**src/hw/fp_format_pkg.sv**
```systemverilog
// single precision format package
// field widths, bias and the unpacked operand record shared by all stages

package fp_format_pkg;

  // packed word layout is sign, exponent, fraction from msb to lsb
  localparam int exp_width  = 8;
  localparam int frac_width = 23;

  // fraction with the hidden bit in front
  localparam int mant_width = frac_width + 1;

  localparam int exp_bias   = 127;

  // also the width of the converted integer
  localparam int word_width = 32;

  // bit positions inside a packed word
  localparam int sign_pos   = word_width - 1;
  localparam int exp_lsb    = frac_width;
  localparam int exp_msb    = frac_width + exp_width - 1;

  // one operand after unpacking, 33 bits
  // mant holds 1.fraction for normal numbers
  // denormals keep a zero hidden bit
  typedef struct packed {
    logic                  sign;
    logic [exp_width-1:0]  exp;
    logic [mant_width-1:0] mant;
  } fp_unpacked_t;

  // zero operand, used as the reset value of the links
  localparam fp_unpacked_t fp_unpacked_zero = '{
    sign: 1'b0,
    exp:  '0,
    mant: '0
  };

endpackage

```
**src/hw/fpu_op_pkg.sv**
```systemverilog
// operation package for the pipelined fpu
// op codes, the raw result passed from execute to normalize, and latency

package fpu_op_pkg;

  // two bit operation code
  typedef enum logic [1:0] {
    op_add          = 2'd0,
    op_sub          = 2'd1,
    op_mul          = 2'd2,
    op_float_to_int = 2'd3
  } fpu_op_t;

  // 24 bit mantissa plus one carry bit and one sign guard bit
  localparam int sum_width  = 26;

  // full 24x24 mantissa product
  localparam int prod_width = 48;

  // raw exponent is wide enough to hold a biased sum before normalization
  localparam int raw_exp_width = 10;

  // one unnormalized result
  // exp is two's complement, mant holds the add/sub magnitude in its
  // low sum_width bits or the full product, int_val the converted integer
  typedef struct packed {
    logic                                sign;
    logic [raw_exp_width-1:0]            exp;
    logic [prod_width-1:0]               mant;
    logic [fp_format_pkg::word_width-1:0] int_val;
  } raw_result_t;

  // one register per stage: unpack, execute, normalize
  localparam int pipe_latency = 3;

endpackage

```
**src/hw/fpu_operand_if.sv**
```systemverilog
// operand link between the unpack and execute stages
// valid qualifies op and both unpacked operands without a ready
`timescale 1ns/1ps

interface fpu_operand_if;

  // high for one cycle per operation
  logic valid;

  fpu_op_pkg::fpu_op_t        op;
  fp_format_pkg::fp_unpacked_t a;
  fp_format_pkg::fp_unpacked_t b;

  // unpack stage drives the link
  modport src (output valid, output op, output a, output b);

  // execute stage samples it on every edge where valid is high
  modport dst (input valid, input op, input a, input b);

endinterface

```
**src/hw/fpu_result_if.sv**
```systemverilog
// raw result link between the execute and normalize stages
// valid qualifies op and the unnormalized result, no ready
`timescale 1ns/1ps

interface fpu_result_if;

  // high for one cycle per operation
  logic valid;

  // op travels along so the last stage knows how to pack
  fpu_op_pkg::fpu_op_t     op;

  // sign, raw exponent, wide mantissa and converted integer
  fpu_op_pkg::raw_result_t raw;

  // execute stage drives the link
  modport src (output valid, output op, output raw);

  // normalize stage reads it
  modport dst (input valid, input op, input raw);

endinterface

```
**src/hw/fpu_execute_stage.sv**
```systemverilog
// second pipeline stage
// aligned add/sub, mantissa product and float to integer extraction
`timescale 1ns/1ps

module fpu_execute_stage (
  input  logic       clk,
  input  logic       arst,
  fpu_operand_if.dst in,
  fpu_result_if.src  out
);

  // add/sub datapath
  logic                                a_small;
  logic [fp_format_pkg::exp_width-1:0] exp_shift;
  logic [fp_format_pkg::exp_width-1:0] exp_max;
  logic [fpu_op_pkg::sum_width-1:0]    a_align;
  logic [fpu_op_pkg::sum_width-1:0]    b_align;
  logic [fpu_op_pkg::sum_width-1:0]    a_twos;
  logic [fpu_op_pkg::sum_width-1:0]    b_twos;
  logic [fpu_op_pkg::sum_width-1:0]    sum;
  logic                                sum_sign;
  logic [fpu_op_pkg::sum_width-1:0]    sum_mag;

  // mul datapath
  logic [fpu_op_pkg::prod_width-1:0]    product;
  logic [fpu_op_pkg::raw_exp_width-1:0] mul_exp;

  // float to int datapath
  logic [fpu_op_pkg::raw_exp_width-1:0] unbiased;
  logic [fp_format_pkg::word_width-1:0] mant_word;
  logic [fp_format_pkg::word_width-1:0] int_val;

  fpu_op_pkg::raw_result_t raw_next;

  // the operand with the smaller exponent is shifted right, bits falling off are lost
  assign a_small   = in.a.exp < in.b.exp;
  assign exp_shift = a_small ? in.b.exp - in.a.exp : in.a.exp - in.b.exp;
  assign exp_max   = a_small ? in.b.exp : in.a.exp;
  assign a_align   = a_small ? fpu_op_pkg::sum_width'(in.a.mant) >> exp_shift
                             : fpu_op_pkg::sum_width'(in.a.mant);
  assign b_align   = a_small ? fpu_op_pkg::sum_width'(in.b.mant)
                             : fpu_op_pkg::sum_width'(in.b.mant) >> exp_shift;

  // two's complement for negative operands
  // bit 25 becomes the sign, bit 24 keeps room for the carry out of bit 23
  assign a_twos = in.a.sign ? ~a_align + 1'b1 : a_align;
  assign b_twos = in.b.sign ? ~b_align + 1'b1 : b_align;
  assign sum    = (in.op == fpu_op_pkg::op_sub) ? a_twos - b_twos : a_twos + b_twos;

  assign sum_sign = sum[fpu_op_pkg::sum_width-1];
  assign sum_mag  = sum_sign ? ~sum + 1'b1 : sum;

  // unsigned 24x24 product, biased exponent sum minus one bias
  assign product = in.a.mant * in.b.mant;
  assign mul_exp = fpu_op_pkg::raw_exp_width'(in.a.exp) + fpu_op_pkg::raw_exp_width'(in.b.exp)
                   - fpu_op_pkg::raw_exp_width'(fp_format_pkg::exp_bias);

  // float to int ignores the sign
  // the binary point sits above bit 22 of the mantissa, move it by the unbiased exponent
  assign unbiased  = fpu_op_pkg::raw_exp_width'(in.a.exp)
                     - fpu_op_pkg::raw_exp_width'(fp_format_pkg::exp_bias);
  assign mant_word = fp_format_pkg::word_width'(in.a.mant);

  always_comb begin
    if (unbiased[fpu_op_pkg::raw_exp_width-1]) begin
      // below one
      int_val = '0;
    end else if (unbiased <= fpu_op_pkg::raw_exp_width'(fp_format_pkg::frac_width)) begin
      int_val = mant_word >> (fp_format_pkg::frac_width - unbiased);
    end else begin
      // exact only up to an unbiased exponent of 30
      int_val = mant_word << (unbiased - fp_format_pkg::frac_width);
    end
  end

  // pick the raw fields of the selected operation
  always_comb begin
    raw_next = '0;
    case (in.op)
      fpu_op_pkg::op_add, fpu_op_pkg::op_sub: begin
        raw_next.sign = sum_sign;
        raw_next.exp  = fpu_op_pkg::raw_exp_width'(exp_max);
        raw_next.mant = fpu_op_pkg::prod_width'(sum_mag);
      end
      fpu_op_pkg::op_mul: begin
        raw_next.sign = in.a.sign ^ in.b.sign;
        raw_next.exp  = mul_exp;
        raw_next.mant = product;
      end
      default: begin
        raw_next.int_val = int_val;
      end
    endcase
  end

  always_ff @(posedge clk, posedge arst) begin
    if (arst) begin
      out.valid <= 1'b0;
      out.op    <= fpu_op_pkg::op_add;
      out.raw   <= '0;
    end else begin
      out.valid <= in.valid;
      out.op    <= in.op;
      out.raw   <= raw_next;
    end
  end

endmodule

```
**src/hw/fpu_normalize_stage.sv**
```systemverilog
// third pipeline stage
// normalizes add/sub and product results, rounds the product and packs the word
`timescale 1ns/1ps

module fpu_normalize_stage (
  input  logic                                 clk,
  input  logic                                 arst,
  fpu_result_if.dst                            in,
  output logic                                 out_valid,
  output logic [fp_format_pkg::word_width-1:0] out_result
);

  // add/sub path
  logic [fpu_op_pkg::sum_width-1:0]     sum_mag;
  logic [4:0]                           zero_count;
  logic [fpu_op_pkg::sum_width-1:0]     sum_norm;
  logic [fpu_op_pkg::raw_exp_width-1:0] sum_exp;
  logic [fp_format_pkg::word_width-1:0] addsub_word;

  // mul path
  logic [fpu_op_pkg::prod_width-1:0]    prod_norm;
  logic [fpu_op_pkg::raw_exp_width-1:0] prod_exp;
  logic                                 round_up;
  logic [fp_format_pkg::mant_width:0]   prod_round;
  logic [fp_format_pkg::mant_width-1:0] mul_mant;
  logic [fpu_op_pkg::raw_exp_width-1:0] mul_exp;
  logic [fp_format_pkg::word_width-1:0] mul_word;

  logic [fp_format_pkg::word_width-1:0] result_next;

  // leading zeros above the hidden bit position, 24 for an all zero value
  function automatic logic [4:0] lead_zeros(
    input logic [fp_format_pkg::mant_width-1:0] v
  );
    logic [4:0] n;
    n = 5'(fp_format_pkg::mant_width);
    // highest set bit wins
    for (int i = 0; i < fp_format_pkg::mant_width; i++) begin
      if (v[i]) n = 5'(fp_format_pkg::mant_width - 1 - i);
    end
    return n;
  endfunction

  assign sum_mag    = in.raw.mant[fpu_op_pkg::sum_width-1:0];
  assign zero_count = lead_zeros(sum_mag[fp_format_pkg::mant_width-1:0]);

  // carry into bit 24 shifts right, otherwise shift left until bit 23 is set
  always_comb begin
    if (sum_mag == '0) begin
      sum_norm = '0;
      sum_exp  = '0;
    end else if (sum_mag[fp_format_pkg::mant_width]) begin
      sum_norm = sum_mag >> 1;
      sum_exp  = in.raw.exp + 1'b1;
    end else begin
      sum_norm = sum_mag << zero_count;
      sum_exp  = in.raw.exp - fpu_op_pkg::raw_exp_width'(zero_count);
    end
  end

  // exact cancellation packs as +0
  assign addsub_word = (sum_mag == '0) ? '0 :
                       {in.raw.sign, sum_exp[fp_format_pkg::exp_width-1:0],
                        sum_norm[fp_format_pkg::frac_width-1:0]};

  // product is 1x.xx or 01.xx, bring the leading one to bit 47
  assign prod_norm = in.raw.mant[fpu_op_pkg::prod_width-1] ? in.raw.mant : in.raw.mant << 1;
  assign prod_exp  = in.raw.mant[fpu_op_pkg::prod_width-1] ? in.raw.exp + 1'b1 : in.raw.exp;

  // nearest even
  // guard is bit 23, sticky is everything below, lsb is bit 24
  assign round_up   = prod_norm[fp_format_pkg::mant_width-1] &&
                      (|prod_norm[fp_format_pkg::mant_width-2:0] ||
                       prod_norm[fp_format_pkg::mant_width]);
  assign prod_round = {1'b0, prod_norm[fpu_op_pkg::prod_width-1:fp_format_pkg::mant_width]}
                      + round_up;

  // rounding 1.11..1 up gives 10.00..0, renormalize once more
  assign mul_mant = prod_round[fp_format_pkg::mant_width] ?
                    prod_round[fp_format_pkg::mant_width:1] :
                    prod_round[fp_format_pkg::mant_width-1:0];
  assign mul_exp  = prod_round[fp_format_pkg::mant_width] ? prod_exp + 1'b1 : prod_exp;
  assign mul_word = {in.raw.sign, mul_exp[fp_format_pkg::exp_width-1:0],
                     mul_mant[fp_format_pkg::frac_width-1:0]};

  always_comb begin
    case (in.op)
      fpu_op_pkg::op_add, fpu_op_pkg::op_sub: result_next = addsub_word;
      fpu_op_pkg::op_mul:                     result_next = mul_word;
      default:                                result_next = in.raw.int_val;
    endcase
  end

  always_ff @(posedge clk, posedge arst) begin
    if (arst) begin
      out_valid  <= 1'b0;
      out_result <= '0;
    end else begin
      out_valid  <= in.valid;
      out_result <= result_next;
    end
  end

endmodule

```
**src/hw/fpu_pipe_top.sv**
```systemverilog
// pipelined single precision fpu
// add, sub, mul and float to int over three stages, one op per clock
`timescale 1ns/1ps

module fpu_pipe_top (
  input  logic                                 clk,
  input  logic                                 arst,
  input  logic                                 in_valid,
  input  fpu_op_pkg::fpu_op_t                  in_op,
  input  logic [fp_format_pkg::word_width-1:0] in_a,
  input  logic [fp_format_pkg::word_width-1:0] in_b,
  output logic                                 out_valid,
  output logic [fp_format_pkg::word_width-1:0] out_result
);

  // unpack to execute
  fpu_operand_if operand_link ();

  // execute to normalize
  fpu_result_if result_link ();

  // stage 1
  // split the packed words
  fpu_unpack_stage unpack_i (
    .clk      (clk),
    .arst     (arst),
    .in_valid (in_valid),
    .in_op    (in_op),
    .in_a     (in_a),
    .in_b     (in_b),
    .out      (operand_link.src)
  );

  // stage 2
  // align and add, multiply or extract the integer
  fpu_execute_stage execute_i (
    .clk  (clk),
    .arst (arst),
    .in   (operand_link.dst),
    .out  (result_link.src)
  );

  // stage 3
  // normalize, round the product and pack
  fpu_normalize_stage normalize_i (
    .clk        (clk),
    .arst       (arst),
    .in         (result_link.dst),
    .out_valid  (out_valid),
    .out_result (out_result)
  );

endmodule

```
**src/hw/fpu_unpack_stage.sv**
```systemverilog
// first pipeline stage
// registers each operand split into sign, exponent and mantissa
`timescale 1ns/1ps

module fpu_unpack_stage (
  input  logic                                 clk,
  input  logic                                 arst,
  input  logic                                 in_valid,
  input  fpu_op_pkg::fpu_op_t                  in_op,
  input  logic [fp_format_pkg::word_width-1:0] in_a,
  input  logic [fp_format_pkg::word_width-1:0] in_b,
  fpu_operand_if.src                           out
);

  fp_format_pkg::fp_unpacked_t a_split;
  fp_format_pkg::fp_unpacked_t b_split;

  // split one packed word
  // hidden bit only for a nonzero exponent, so denormals stay 0.fraction
  function automatic fp_format_pkg::fp_unpacked_t split_word(
    input logic [fp_format_pkg::word_width-1:0] w
  );
    fp_format_pkg::fp_unpacked_t u;
    u.sign = w[fp_format_pkg::sign_pos];
    u.exp  = w[fp_format_pkg::exp_msb:fp_format_pkg::exp_lsb];
    u.mant = {u.exp != '0, w[fp_format_pkg::frac_width-1:0]};
    return u;
  endfunction

  assign a_split = split_word(in_a);
  assign b_split = split_word(in_b);

  // payload follows the input every cycle
  // the valid bit alone tells the next stage whether to use it
  always_ff @(posedge clk, posedge arst) begin
    if (arst) begin
      out.valid <= 1'b0;
      out.op    <= fpu_op_pkg::op_add;
      out.a     <= fp_format_pkg::fp_unpacked_zero;
      out.b     <= fp_format_pkg::fp_unpacked_zero;
    end else begin
      out.valid <= in_valid;
      out.op    <= in_op;
      out.a     <= a_split;
      out.b     <= b_split;
    end
  end

endmodule

```
**config.mk**
```make
export PLATFORM = sky130hd
export DESIGN_NAME = fpu_pipe_top
export DESIGN_NICKNAME = d
export VERILOG_FILES = /design/src/hw/fp_format_pkg.sv /design/src/hw/fpu_op_pkg.sv /design/src/hw/fpu_operand_if.sv /design/src/hw/fpu_result_if.sv /design/src/hw/fpu_execute_stage.sv /design/src/hw/fpu_normalize_stage.sv /design/src/hw/fpu_pipe_top.sv /design/src/hw/fpu_unpack_stage.sv
export SDC_FILE = /design/constraint.sdc
export NUM_CORES = 2
export LEC_CHECK = 0
export BUFFER_PORTS_ARGS = -buffer_cell sky130_fd_sc_hd__buf_2
export CORE_MARGIN = 2
export CORE_UTILIZATION = 36
export CTS_CLUSTER_DIAMETER = 120
export CTS_CLUSTER_SIZE = 8
export DETAILED_ROUTE_END_ITERATION = 12
export PLACE_DENSITY_LB_ADDON = 0.25
export SLEW_MARGIN = 20
export SYNTH_ARGS = -nofsm -noshare
export SYNTH_HDL_FRONTEND = slang
export SYNTH_SLANG_ARGS = --single-unit
```
**constraint.sdc**
```tcl
create_clock -name clk -period 19.2 [get_ports clk]
set_clock_uncertainty 0.15 [all_clocks]
set_input_delay 1.92 -clock clk [delete_from_list [all_inputs] [get_ports clk]]
set_output_delay 1.92 -clock clk [all_outputs]
set_load 0.05 [all_outputs]
```
# ---- Yosys cells after proc, flatten, opt, wreduce, memory -nomap -nowiden
# Cells that the tools add are included.
# Widths: inputs -> output; s select.
dict set report op_classes {
  shifts 5
  bitwise_logic 4
  addsub 16
  magnitude_cmp 2
  eq_ne 4
  reduce_logical 11
  muxes 44
  multipliers 1
}
# operator count
set op_table {}
lappend op_table {{$mux 26} 6}
lappend op_table {{$mux 32} 4}
lappend op_table {{$pmux 59 s2} 1}
lappend op_table {{$mux 5} 23}
lappend op_table {{$add 26x1->26 const B} 3}
lappend op_table {{$not 26->26} 3}
lappend op_table {{$pmux 32 s2} 1}
lappend op_table {{$shr 24x8->26} 2}
lappend op_table {{$mul 24x24->48} 1}
lappend op_table {{$mux 48} 1}
lappend op_table {{$mux 23} 2}
lappend op_table {{$mux 8} 5}
lappend op_table {{$shl 24x32->32} 1}
lappend op_table {{$shr 24x32->32} 1}
lappend op_table {{$add 26x26->26} 1}
lappend op_table {{$logic_not 26->1} 1}
lappend op_table {{$shl 26x5->23} 1}
lappend op_table {{$sub 26x26->26} 1}
lappend op_table {{$add 24x1->25} 1}
lappend op_table {{$reduce_or 23->1} 1}
lappend op_table {{$add 8x1->8 const B} 2}
lappend op_table {{$reduce_bool 8->1} 2}
lappend op_table {{$sub 8x8->8} 2}
lappend op_table {{$sub 10x5->11 const B} 1}
lappend op_table {{other kinds (16)} 20}
dict set report word_totals {
  out_inout_bits 33
  in_bits 69
  ff_bits 194
}

# ---- Depth between registers and ports, before layout
dict set report depth {
  word_depth 28
  ltp_mapped 44
  depth_no_buf 35
}

# ---- Cells and area by module
# A second synthesis with hierarchy kept.
dict set report unflattened {
  hier_cells 4848
  hier_area_um2 39477.9
}
# module cells_per_inst n_inst area_per_inst_um2
set modules_own_cells {}
lappend modules_own_cells {fpu_execute_stage 4114 1 32698.9}
lappend modules_own_cells {fpu_normalize_stage 658 1 5016.1}
lappend modules_own_cells {fpu_unpack_stage 76 1 1762.9}

# ---- Worst setup path after synthesis
# No wires, ideal clock.
dict set report synth_timing {
  path_kind {register to register}
  start {register, netlist name unpack_i.out.a[24]}
  end {register, netlist name execute_i.out.raw[56]}
  arrival_time_ns 9.696
  setup_ns 0.126
  period_less_slack_ns 9.972
  slack_ns 9.228
  required_time_ns 18.924
  path_stages_with_launch 41
  path_cell_list {dfrtp_1 -> clkbuf_1 -> inv_1 -> clkbuf_1 -> clkbuf_1 -> ha_1 -> fa_1 -> nand2b_1 -> a211o_1 -> buf_4 -> a21oi_4 -> nor2_1 -> buf_2 -> mux4_2 -> a21oi_1 -> o2111ai_1 -> inv_1 -> ha_1 -> (+5 left out) -> o21ai_0 -> nand2_1 -> xnor2_1 -> ha_1 -> a21o_1 -> a21oi_1 -> or4b_2 -> nand2_1 -> xor2_1 -> nand4_1 -> a2111oi_0 -> nand3_1 -> a211oi_1 -> nor3b_1 -> nand3b_1 -> nor3b_1 -> a2111oi_2 -> a311o_1}
}

==> qor.txt <==
CTS Buffer Depth: 2
DR WL/cell: 24.08 um
worst-path fanout max: 30
Simple-Gate Fraction of Synth Area: 20.22%
fillers: 11160
first-pass GRT wire length: 223.9 mm
antenna violations before repair: 7
Vias/cell: 5.831
register area share after synthesis: 12.36%
worst skew pair latency: 0.51 ns
FF-to-FF path depth: 33
WP data arrival: 12.33 ns
cell row count: 121
Hold Buf Count CTS: 0
CTS Buf Count: 17
Final Hold Vio Count: 0
fin crit share: 63.19%
top cells by count, synth: nand2_1, inv_1, fa_1
Synth Cell Area: 39260 um2
combinational family with the most area after synthesis: adder cells
Worst EP required: 19.40 ns
slew of the pin with the lowest slew margin: 1.196 ns
DRC: 0
Placement Cell Area: 41000 um2
Hold Path Origin: unpack_i.out.valid
Hold Path Class: reg -> reg
Yosys warnings: 0
fmax: 82.42 MHz
R2R Path Start: unpack_i.out.a[26]
Post-DP HPWL: 109.1 mm
Setup Crit Path Kind: reg -> reg
mux share of post-synthesis cell area: 4.805%
CTS tree: yes
grt total ovfl: 0
Starting DRT DRC Count: 3657
Seq cells post-synth: 194
Setup violations, final: 0
Die Span X: 334.3 um
cell area after layout: 41640 um2
Syn Area/Cell: 8.121 um2
clock root cell: clkbuf_16
CP Capture Type: register
Sink Count: 194
GR Util met2: 39.11%
routability cong.: 0.9753
hold endpoint: execute_i.out.valid
vias in the first global route: 35520
Crit Reg-Reg Endpoint: execute_i.out.raw[55]
Pins Over Slew Limit: 0
RSZ-0062 raised after global routing: no
main flop type after synthesis: dfrtp_1
outcome: completed
cell with the most instances after synthesis: nand2_1
Area Growth Syn to Fin: 6.048%
ANT nets after route: 0
drt first pass iters: 8
post-synth top area cell: fa_1
H-tree levels: 4
WP buf/inv: 3
GRT Resource Usage Total: 26.42%
fin crit period: 12.13 ns
ratio of cells with drive above 1 in the final layout: 7.306%
max incr delay on CP: 0.89 ns
r2r setup slk: 7.07 ns
Max-Slew Margin vs Limit: 19.01%
GRT met3 Usage: 5.711%
CTS resizes: 0
number of synthesized flops with an enable pin: 0
post-synthesis xor/xnor area fraction: 4.407%
Worst path slowest cell: a2111oi_1
GRT met1 Usage: 38.06%
Async S/R FF share, synth: 100.0%
Die ar.: 111700 um2
Worst-path clk slew: 0.10 ns
IO Count: 102
Synth Area in Compound Gates: 16.70%
Net Count, Synth: 5634
worst hold path depth: 0
via count: 35870
Mapped Cells: 4835
initial core utilization: 36.17%
critical path startpoint category: register
Die Ht: 334.3 um
critical path's top delay family: compound AO/OA/AOI/OAI gates
max-cap viol count: 0
Cell variety after synth: 104
IO buf count: 101
share of the synthesized area in the top cell type: 24.83%
largest cells by area after synthesis: fa_1, dfrtp_1, ha_1
Adder-Cell Fraction of Synth Area: 32.57%
Most Crowded Layer GR: met2
setup bufs post-CTS: 0
fin nets: 5522
pin count of the biggest net entering global routing: 71
setup TNS: 0 ns
core area: 108600 um2
Routed WL: 148.1 mm
worst max path at each step:
| stage | startpoint | to | slack, ns | cells after the start |
|---|---|---|---|---|
| global route | unpack_i.out.a[25] | execute_i.out.raw[45] | 6.42 | 34 |
| CTS | unpack_i.out.a[25] | execute_i.out.raw[56] | 7.43 | 34 |
| detailed placement | unpack_i.out.a[25] | execute_i.out.raw[56] | 7.53 | 34 |
| global placement | unpack_i.out.a[26] | execute_i.out.raw[47] | 7.90 | 33 |
| finish | unpack_i.out.a[26] | execute_i.out.raw[55] | 7.07 | 33 |
| floorplan | unpack_i.out.a[24] | execute_i.out.raw[56] | 9.23 | 40 |
sequential cells by signal, indices dropped and copies added, names as in the netlist:
signal / flops
execute_i.out.op: 2
execute_i.out.raw: 89
execute_i.out.valid: 1
normalize_i.out_result: 32
normalize_i.out_valid: 1
unpack_i.out.a: 33
unpack_i.out.b: 33
unpack_i.out.op: 2
unpack_i.out.valid: 1
worst register-to-register path, delay by kind of cell (launching register included):
family                   cells  cell delay [ns]
AO/OA/AOI/OAI               17             5.39
AND/OR/NAND/NOR              9             3.83
adder cells (fa/ha/maj)      3             1.31
buffers and inverters        3             0.60
flip-flops                   1             0.54
XOR/XNOR                     1             0.17
placed cells by master, fill, tap and decap left out, types with 14 or more instances in the layout:
| master | count |
|---|---|
| nand2_1 | 677 |
| inv_1 | 587 |
| fa_1 | 487 |
| nor2_1 | 300 |
| ha_1 | 241 |
| a21oi_1 | 240 |
| and2_1 | 215 |
| dfrtp_1 | 178 |
| o21ai_0 | 173 |
| xnor2_1 | 116 |
| mux2i_1 | 112 |
| nand3_1 | 106 |
| buf_2 | 101 |
| nor3_1 | 99 |
| buf_4 | 87 |
| xor2_1 | 71 |
| a211oi_1 | 71 |
| and3_1 | 48 |
| a22oi_1 | 39 |
| a21o_1 | 38 |
| o211ai_1 | 37 |
| o31ai_1 | 35 |
| nor2b_1 | 34 |
| nand2b_1 | 32 |
| or3_1 | 29 |
| a31oi_1 | 29 |
| nand4_1 | 28 |
| mux2_2 | 27 |
| nor4_1 | 26 |
| o22ai_1 | 22 |
| mux4_2 | 20 |
| a211o_1 | 19 |
| a21boi_0 | 19 |
| o21a_1 | 18 |
| clkbuf_16 | 17 |
| dfrtp_2 | 16 |
| a221oi_1 | 15 |
| o21bai_1 | 14 |
routing by layer:
layer  vias to the layer above  wire (um)
li1                      15990          -
met1                     17920      67160
met2                      1653      62460
met3                       304      13190
met4                         8       5235
met5                         -         57
stage by stage:
stage	cells	hold WS [ns]	setup slack [ns]	utilization [%]
final	6151	0.2064	7.068	38.36
after global placement	6118	0.1878	7.904	37.77
after detailed placement	6118	0.1847	7.532	37.77
after CTS	6150	0.2066	7.430	38.36
after floorplan	4835	0.1812	9.228	-
after global routing	6150	0.2261	6.416	38.36
cell families (layout without fill, tap and decap cells):
family,Yosys count,after routing
simple gates,1678,1678
compound gates,964,964
buf+inv,914,815
fa+ha+maj,730,730
xor+xnor,195,195
flops,194,194
mux,160,160
other cells,0,1
cell type report:
type	instances	area, um2	share of cell area (%)
clock inverters	14	195.2	0.4688
inverters	595	2241	5.382
flip-flops and latches	194	4875	11.71
clock buffers	18	439.2	1.055
repair buffers	188	1159	2.783
diodes	1	2.502	0.006010
well taps	1414	1769	4.249
multi-input cells	3727	30960	74.35
Power is left out: the tool's default activity adds up to more than one toggle a clock period on the data nets, which glitch-free logic cannot reach.
